===== config.mk =====
export PLATFORM = sky130hd
export DESIGN_NAME = exec_stage
export DESIGN_NICKNAME = d
export VERILOG_FILES = /design/src/source/alu_pkg.sv /design/src/source/exec_stage.sv /design/src/source/alu.sv /design/src/source/int_divider.sv /design/src/source/mul_unit.sv
export SDC_FILE = /design/constraint.sdc
export NUM_CORES = 2
export LEC_CHECK = 0
export ABC_AREA = 1
export ABC_CLOCK_PERIOD_IN_PS = 10750
export BUFFER_PORTS_ARGS = -buffer_cell sky130_fd_sc_hd__buf_2
export CORE_UTILIZATION = 34
export CTS_CLUSTER_DIAMETER = 150
export DETAILED_ROUTE_END_ITERATION = 16
export GPL_TIMING_DRIVEN = 0
export PLACE_DENSITY_LB_ADDON = 0.05
export SETUP_SLACK_MARGIN = 0.3
export SYNTH_ARGS = -nofsm -noshare
export SYNTH_HDL_FRONTEND = slang
export SYNTH_SLANG_ARGS = --single-unit

===== constraint.sdc =====
create_clock -name clk -period 10.75 [get_ports clk]
set_clock_uncertainty 0.1 [all_clocks]
set_input_delay 1.075 -clock clk [delete_from_list [all_inputs] [get_ports clk]]
set_output_delay 1.075 -clock clk [all_outputs]
set_load 0.02 [all_outputs]

===== src/source/alu_pkg.sv =====
// Shared types for the execute block; imported by every RTL module that needs them
package alu_pkg;

  typedef logic [31:0] word_t; // Operand and result word

  // Opcode numbering matches the decoder control field
  typedef enum logic [4:0] {
    OP_AND    = 5'd0,
    OP_OR     = 5'd1,
    OP_ADD    = 5'd2,
    OP_XOR    = 5'd3,
    OP_SUB    = 5'd4,
    OP_NOT    = 5'd5,
    OP_SLL    = 5'd6,
    OP_SRL    = 5'd7,
    OP_SRA    = 5'd8,
    OP_SLT    = 5'd9,
    OP_SLTU   = 5'd10,
    OP_MUL    = 5'd11,  // Low word of product
    OP_MULH   = 5'd12,  // High word, signed x signed
    OP_MULHSU = 5'd13,  // High word, signed x unsigned
    OP_MULHU  = 5'd14,  // High word, unsigned x unsigned
    OP_DIV    = 5'd15,
    OP_DIVU   = 5'd16,
    OP_REM    = 5'd17,
    OP_REMU   = 5'd18,
    OP_SUBU   = 5'd19   // Unsigned subtract with borrow out
  } alu_op_t;

  // One issued operation
  typedef struct packed {
    alu_op_t op;
    word_t   a;
    word_t   b;
  } alu_req_t;

  typedef struct packed {
    logic zero;      // Result is all zeros
    logic negative;  // Result bit 31
    logic borrow;    // Only for OP_SUBU
  } alu_flags_t;

  // Iterative divider sequencing
  typedef enum logic [1:0] {
    DIV_IDLE = 2'd0,
    DIV_RUN  = 2'd1,
    DIV_DONE = 2'd2
  } div_state_t;

endpackage

===== src/source/exec_stage.sv =====
// Execute stage top level; holds one issued request and signals completion with done
`timescale 1ns/10ps

module exec_stage
  import alu_pkg::*;
(
  input  logic       clk,
  input  logic       rst,
  input  logic       issue,
  input  alu_req_t   req,
  output word_t      result,
  output alu_flags_t flags,
  output logic       done,
  output logic       busy
);

  alu_req_t req_q;   // Request held for the whole operation
  logic     pending;
  logic     fresh;   // First cycle after capture
  logic     accept;
  logic     stall;

  assign accept = issue && !pending; // Issue while busy is dropped

  always_ff @(posedge clk)
  begin
    if (rst)
    begin
      pending <= 1'b0;
      fresh   <= 1'b0;
    end
    else
    begin
      fresh <= accept;
      if (accept)
        pending <= 1'b1;
      else if (done)
        pending <= 1'b0;
    end
  end

  always_ff @(posedge clk)
  begin
    if (accept)
      req_q <= req;
  end

  alu u_alu (
    .clk    (clk),
    .rst    (rst),
    .req    (req_q),
    .fresh  (fresh),
    .result (result),
    .flags  (flags),
    .stall  (stall)
  );

  assign done = pending && !stall;
  assign busy = pending;

  // The divider only runs for a request still held here
  a_stall_busy: assert property (@(posedge clk) disable iff (rst)
    stall |-> busy);

endmodule


===== src/source/alu.sv =====
// Integer ALU with single-cycle ops, multiplier and stalling divider; used by the execute stage
`timescale 1ns/10ps

module alu
  import alu_pkg::*;
(
  input  logic       clk,
  input  logic       rst,
  input  alu_req_t   req,
  input  logic       fresh,
  output word_t      result,
  output alu_flags_t flags,
  output logic       stall
);

  word_t product_word;
  word_t quotient;
  word_t remainder;
  logic  div_class;
  logic  signed_op;
  logic  start;
  logic  div_busy;
  logic  div_done;
  logic  [4:0] shamt;

  assign shamt     = req.b[4:0]; // Only low 5 bits shift
  assign div_class = (req.op == OP_DIV) || (req.op == OP_DIVU) ||
                     (req.op == OP_REM) || (req.op == OP_REMU);
  assign signed_op = (req.op == OP_DIV) || (req.op == OP_REM);
  assign start     = fresh && div_class; // One pulse per issued divide

  mul_unit u_mul_unit (
    .op           (req.op),
    .a            (req.a),
    .b            (req.b),
    .product_word (product_word)
  );

  int_divider u_int_divider (
    .clk       (clk),
    .rst       (rst),
    .start     (start),
    .signed_op (signed_op),
    .a         (req.a),
    .b         (req.b),
    .quotient  (quotient),
    .remainder (remainder),
    .div_busy  (div_busy),
    .div_done  (div_done)
  );

  always_comb
  begin
    case (req.op)
      OP_AND:  result = req.a & req.b;
      OP_OR:   result = req.a | req.b;
      OP_ADD:  result = req.a + req.b;
      OP_XOR:  result = req.a ^ req.b;
      OP_SUB:  result = req.a - req.b;
      OP_NOT:  result = ~req.a;
      OP_SLL:  result = req.a << shamt;
      OP_SRL:  result = req.a >> shamt;
      OP_SRA:  result = word_t'($signed(req.a) >>> shamt); // Sign fill
      OP_SLT:  result = {31'b0, $signed(req.a) < $signed(req.b)};
      OP_SLTU: result = {31'b0, req.a < req.b};
      OP_MUL, OP_MULH, OP_MULHSU, OP_MULHU:
      begin
        result = product_word;
      end
      OP_DIV, OP_DIVU:
      begin
        result = quotient; // Valid once div_done
      end
      OP_REM, OP_REMU:
      begin
        result = remainder;
      end
      OP_SUBU: result = req.a - req.b;
      default: result = '0;
    endcase
  end

  assign flags.zero     = (result == '0);
  assign flags.negative = result[31];
  assign flags.borrow   = (req.op == OP_SUBU) && (req.a < req.b);

  // Hold off completion from start until the divider reports done
  assign stall = (start || div_busy) && !div_done;

  // Single-cycle ops never find the divider running, so they complete at once
  a_no_stall_single: assert property (@(posedge clk) disable iff (rst)
    fresh && !div_class |-> !stall);

endmodule


===== src/source/int_divider.sv =====
// Iterative restoring divider for div, divu, rem and remu; started by the ALU
`timescale 1ns/10ps

module int_divider
  import alu_pkg::*;
(
  input  logic  clk,
  input  logic  rst,
  input  logic  start,
  input  logic  signed_op,
  input  word_t a,
  input  word_t b,
  output word_t quotient,
  output word_t remainder,
  output logic  div_busy,
  output logic  div_done
);

  localparam int DIV_STEPS = $bits(word_t); // One quotient bit per step

  div_state_t  state;
  logic [5:0]  count;
  word_t       quo_q;    // Dividend shifts out, quotient shifts in
  word_t       rem_q;    // Partial remainder
  word_t       dvs_q;    // Divisor magnitude
  word_t       a_q;      // Original dividend for corner cases
  logic        neg_quo;
  logic        neg_rem;
  logic        by_zero;
  logic        overflow;
  logic [32:0] shifted;
  logic [32:0] diff;

  // Trial subtract of one restoring step
  assign shifted = {rem_q, quo_q[31]};
  assign diff    = shifted - {1'b0, dvs_q};

  always_ff @(posedge clk)
  begin
    if (rst)
    begin
      state <= DIV_IDLE;
      count <= '0;
    end
    else
    begin
      case (state)
        DIV_IDLE, DIV_DONE:
        begin
          state <= start ? DIV_RUN : DIV_IDLE;
          count <= '0;
        end
        DIV_RUN:
        begin
          if (count == 6'(DIV_STEPS))
            state <= DIV_DONE; // Fix-up cycle ends the run
          count <= count + 6'd1;
        end
        default:
        begin
          state <= DIV_IDLE;
        end
      endcase
    end
  end

  always_ff @(posedge clk)
  begin
    if (start && state != DIV_RUN)
    begin
      quo_q    <= (signed_op && a[31]) ? -a : a;
      dvs_q    <= (signed_op && b[31]) ? -b : b;
      rem_q    <= '0;
      a_q      <= a;
      neg_quo  <= signed_op && (a[31] ^ b[31]);
      neg_rem  <= signed_op && a[31]; // Remainder follows sign of a
      by_zero  <= (b == '0);
      overflow <= signed_op && (a == 32'h8000_0000) && (b == 32'hffff_ffff);
    end
    else if (state == DIV_RUN && count != 6'(DIV_STEPS))
    begin
      if (!diff[32])
      begin
        rem_q <= diff[31:0];
        quo_q <= {quo_q[30:0], 1'b1};
      end
      else
      begin
        rem_q <= shifted[31:0]; // Restore
        quo_q <= {quo_q[30:0], 1'b0};
      end
    end
    else if (state == DIV_RUN)
    begin
      // Sign fix-up, with RISC-V corner results taking priority
      if (by_zero)
      begin
        quotient  <= '1;
        remainder <= a_q;
      end
      else if (overflow)
      begin
        quotient  <= a_q;
        remainder <= '0;
      end
      else
      begin
        quotient  <= neg_quo ? -quo_q : quo_q;
        remainder <= neg_rem ? -rem_q : rem_q;
      end
    end
  end

  assign div_busy = (state == DIV_RUN);
  assign div_done = (state == DIV_DONE);

  a_no_restart: assert property (@(posedge clk) disable iff (rst) start |-> !div_busy);
  a_done_pulse: assert property (@(posedge clk) disable iff (rst) div_done |=> !div_done);

endmodule


===== src/source/mul_unit.sv =====
// Single-cycle multiplier for the four RV32M multiply opcodes, used inside the ALU
`timescale 1ns/10ps

module mul_unit
  import alu_pkg::*;
(
  input  alu_op_t op,
  input  word_t   a,
  input  word_t   b,
  output word_t   product_word
);

  logic               a_signed;
  logic               b_signed;
  logic signed [32:0] a_ext;
  logic signed [32:0] b_ext;
  logic signed [65:0] product;

  // mulhsu treats only a as signed; mul low word is sign agnostic
  assign a_signed = (op == OP_MUL) || (op == OP_MULH) || (op == OP_MULHSU);
  assign b_signed = (op == OP_MUL) || (op == OP_MULH);

  assign a_ext = {a_signed & a[31], a}; // Sign or zero extend
  assign b_ext = {b_signed & b[31], b};

  // One 33x33 signed product covers all operand sign mixes
  assign product = a_ext * b_ext;

  always_comb
  begin
    case (op)
      OP_MUL:
      begin
        product_word = product[31:0];
      end
      OP_MULH, OP_MULHSU, OP_MULHU:
      begin
        product_word = product[63:32]; // Upper word of 64-bit result
      end
      default:
      begin
        product_word = '0;
      end
    endcase
  end

endmodule


==> metrics.yaml <==
ant_nets: 0
place_congestion: 1.071
critPathMaxFanout: 7
maxCapViolations: 0
floorplan.io_pins: 109
fin_ws_ps: -348.3
route.detailed.wl_per_inst_um: 33.89
nets: 10772
route.detailed.drc: 0
clock_tree.buffer_depth: 3
postSynthNetCount: 10495
via_count_of_the_first_global_routing_pass: 63822
dieWidth_um: 439.6
synth-async-reset-ratio: 0
cpPeakStageDelay_ps: 700
final-setup-viol-count: 2
largest_net_degree_at_the_start_of_global_routing: 54
cts.root.buffer_cell: "clkbuf_16"
timing.slew.headroom: 0.1622
fmax_ghz: 0.09010
hold_viol: 0
hold_slack_ps: 387.4
floorplan.initialDensity: 0.3424
overflow: 0
timing.critical_path.arrival_ps: 9920
netlist_instances: 8947
tritoncts.num_buffers: 34
drive_above_1_share: 0.1047
final_min_period_over_clock_period: 1.032
worstSetupPathType: "reg2out"
first_pass_grt_wire_length_mm: 537.4
worst_setup_path_start_kind: "flop"
timing.critical_path.slowest_stage_cell: "fa_2"
cts_tree: "done"
hp_class: "reg2reg"
cts-hold-fix-buffers: 0
timing_worst_slew_pin_value_ps: 1257
timing.critical_path.to_type: "primary output"
grt_setup_unrepaired: "yes"
number_of_vias_after_detailed_routing: 64396
syn_avg_cell_area_um2: 7.278
synth.distinct_cells: 56
dp.final_hpwl_mm: 338.4
register_area_share_after_synthesis: 0.1204
post_drt_via_cell_ratio: 5.467
yosys_register_bits: 275
numClockSinks: 275
global_route.usage.total: 0.4106
violations: "setup timing"
die_height_um: 439.6
critical_path.most_common_cell: "fa_1"
synth_edf_count: 233
die_area_um2: 193300
mappedNetlistArea_um2: 65110
initial_antenna_violation_count: 30
status: "complete, but fails checks"
utilization: 0.3882
floorplan.core_area_um2: 190200
worst-endpoint-required_ps: 9580
area_growth_from_synthesis_to_layout_pct: 13.38
cts.htree.levels: 2
cts.clk_slew.worst_paths_ps: 70
routed_wl_mm: 399.1
report.final.slew_viol_count: 0
clock_period_minus_final_worst_setup_slack_ps: 11100
number_of_iterations_in_the_first_detailed_routing_pass: 7
insertion_delay_ps: 630
placement.io_buffers: 108
drt_iter0_drcs: 7475
rows: 160
synth-warning-count: 0
synth_ff_type: "edfxtp_1"
flip-flops by register name (all words and copies together), names as in the netlist:
register / flops
u_alu.u_int_divider.count: 6
u_alu.u_int_divider.quotient: 32
u_alu.u_int_divider.rem_q: 32
u_alu.u_int_divider.neg_quo: 1
fresh: 1
u_alu.u_int_divider.a_q: 32
u_alu.u_int_divider.neg_rem: 1
u_alu.u_int_divider.remainder: 32
u_alu.u_int_divider.dvs_q: 32
busy: 1
u_alu.u_int_divider.overflow: 1
u_alu.u_int_divider.state: 2
u_alu.u_int_divider.quo_q: 32
req_q: 69
u_alu.u_int_divider.by_zero: 1
per-layer routing:
metal	wire length, um	up-vias	share of wire	global-route usage
met2	171500	3421	0.43	0.6211
met3	34340	798	0.086	0.08028
met1	161100	32805	0.40	0.5313
met4	32160	6	0.081	0.2739
met5	47	-	0.00012	0
li1	-	27366	-	-
metrics by stage:
step	cells	area, um2	setup WS (ps)	setup TNS (ps)
after floorplan	8947	65110	875.7	0
after global placement	11566	68790	-3544	-68250
after detailed placement	11574	68990	-3275	-60240
after CTS	11723	72800	-247.7	-253.2
after global routing	11761	73780	-506.0	-1079
final	11778	73830	-348.3	-566.3
timing repair:
item	in CTS	in global routing
setup endpoints to repair	34	32
setup buffers	90	37
pin swaps	66	66
resized for setup	685	213
final cells by class:
class                      count  area [um2]
timing repair buffer         243        1891
clock inverter                19       173.9
buffer                       397        2303
inverter                    2109        7984
fill                       20626      116400
clock buffer                  42       932.1
multi-input combinational   6164       49520
sequential                   275        7838
tap                         2511        3142
antenna                       18       45.04
worst max-delay path, delay by kind of cell, from the launching register on:
kind / cells / cell delay (ps)
simple gates: 15 / 2200
buf+inv: 10 / 1300
flops: 1 / 530
fa+ha+maj: 9 / 4610
compound gates: 2 / 630
final timing paths:
path | to | cells past startpoint | startpoint | slack (ps)
setup / recovery | flags[2] | 36 | req_q[65] | -350
hold / removal | u_alu.u_int_divider.rem_q[0] | 2 | u_alu.u_int_divider.rem_q[0] | 390
setup reg to reg | u_alu.u_int_divider.dvs_q[22] | 15 | req_q[1] | 5840
hold reg to reg | u_alu.u_int_divider.rem_q[0] | 2 | u_alu.u_int_divider.rem_q[0] | 390
cell usage in the layout, fill, tap and decap left out, types with 33 or more instances in the layout:
| master | n |
|---|---|
| buf_6 | 35 |
| nor3_1 | 80 |
| o21ai_0 | 283 |
| dfxtp_1 | 42 |
| nand2_2 | 49 |
| buf_4 | 131 |
| clkbuf_1 | 100 |
| nand4_1 | 67 |
| clkbuf_16 | 37 |
| nand3_1 | 479 |
| nor2_2 | 49 |
| inv_1 | 2055 |
| buf_2 | 167 |
| edfxtp_1 | 233 |
| clkbuf_4 | 55 |
| nor2_4 | 37 |
| xor2_1 | 88 |
| ha_4 | 36 |
| o22ai_1 | 35 |
| nand2_1 | 2381 |
| o211ai_1 | 33 |
| nor2_1 | 517 |
| fa_1 | 1100 |
| ha_1 | 305 |
| clkbuf_2 | 92 |
| a21oi_1 | 251 |
cell families after synthesis:
kind of cell	count (synthesis)	synth area share
simple gates	3808	0.2393
fa+ha+maj	1476	0.4137
compound gates	770	0.06555
mux	2	0.0003075
flops	275	0.1204
buf+inv	2508	0.1462
xor+xnor	108	0.01453
cell usage after synthesis (35+ instances only):
cell type | n | area (um2)
nand2_1 | 2439 | 9155
inv_1 | 2092 | 7853
fa_1 | 1128 | 22580
nor2_1 | 596 | 2237
nand3_1 | 515 | 2577
ha_1 | 348 | 4354
o21ai_0 | 298 | 1491
a21oi_1 | 285 | 1426
clkbuf_1 | 251 | 942.2
edfxtp_1 | 233 | 6997
nor3_1 | 89 | 445.4
xor2_1 | 88 | 770.7
buf_1 | 79 | 296.5
nand4_1 | 67 | 419.2
buf_2 | 57 | 285.3
dfxtp_1 | 42 | 840.8
o22ai_1 | 35 | 219.0
Power is not shown: default switching activity piles up to over one toggle a cycle in this logic, so the estimate is an artifact.
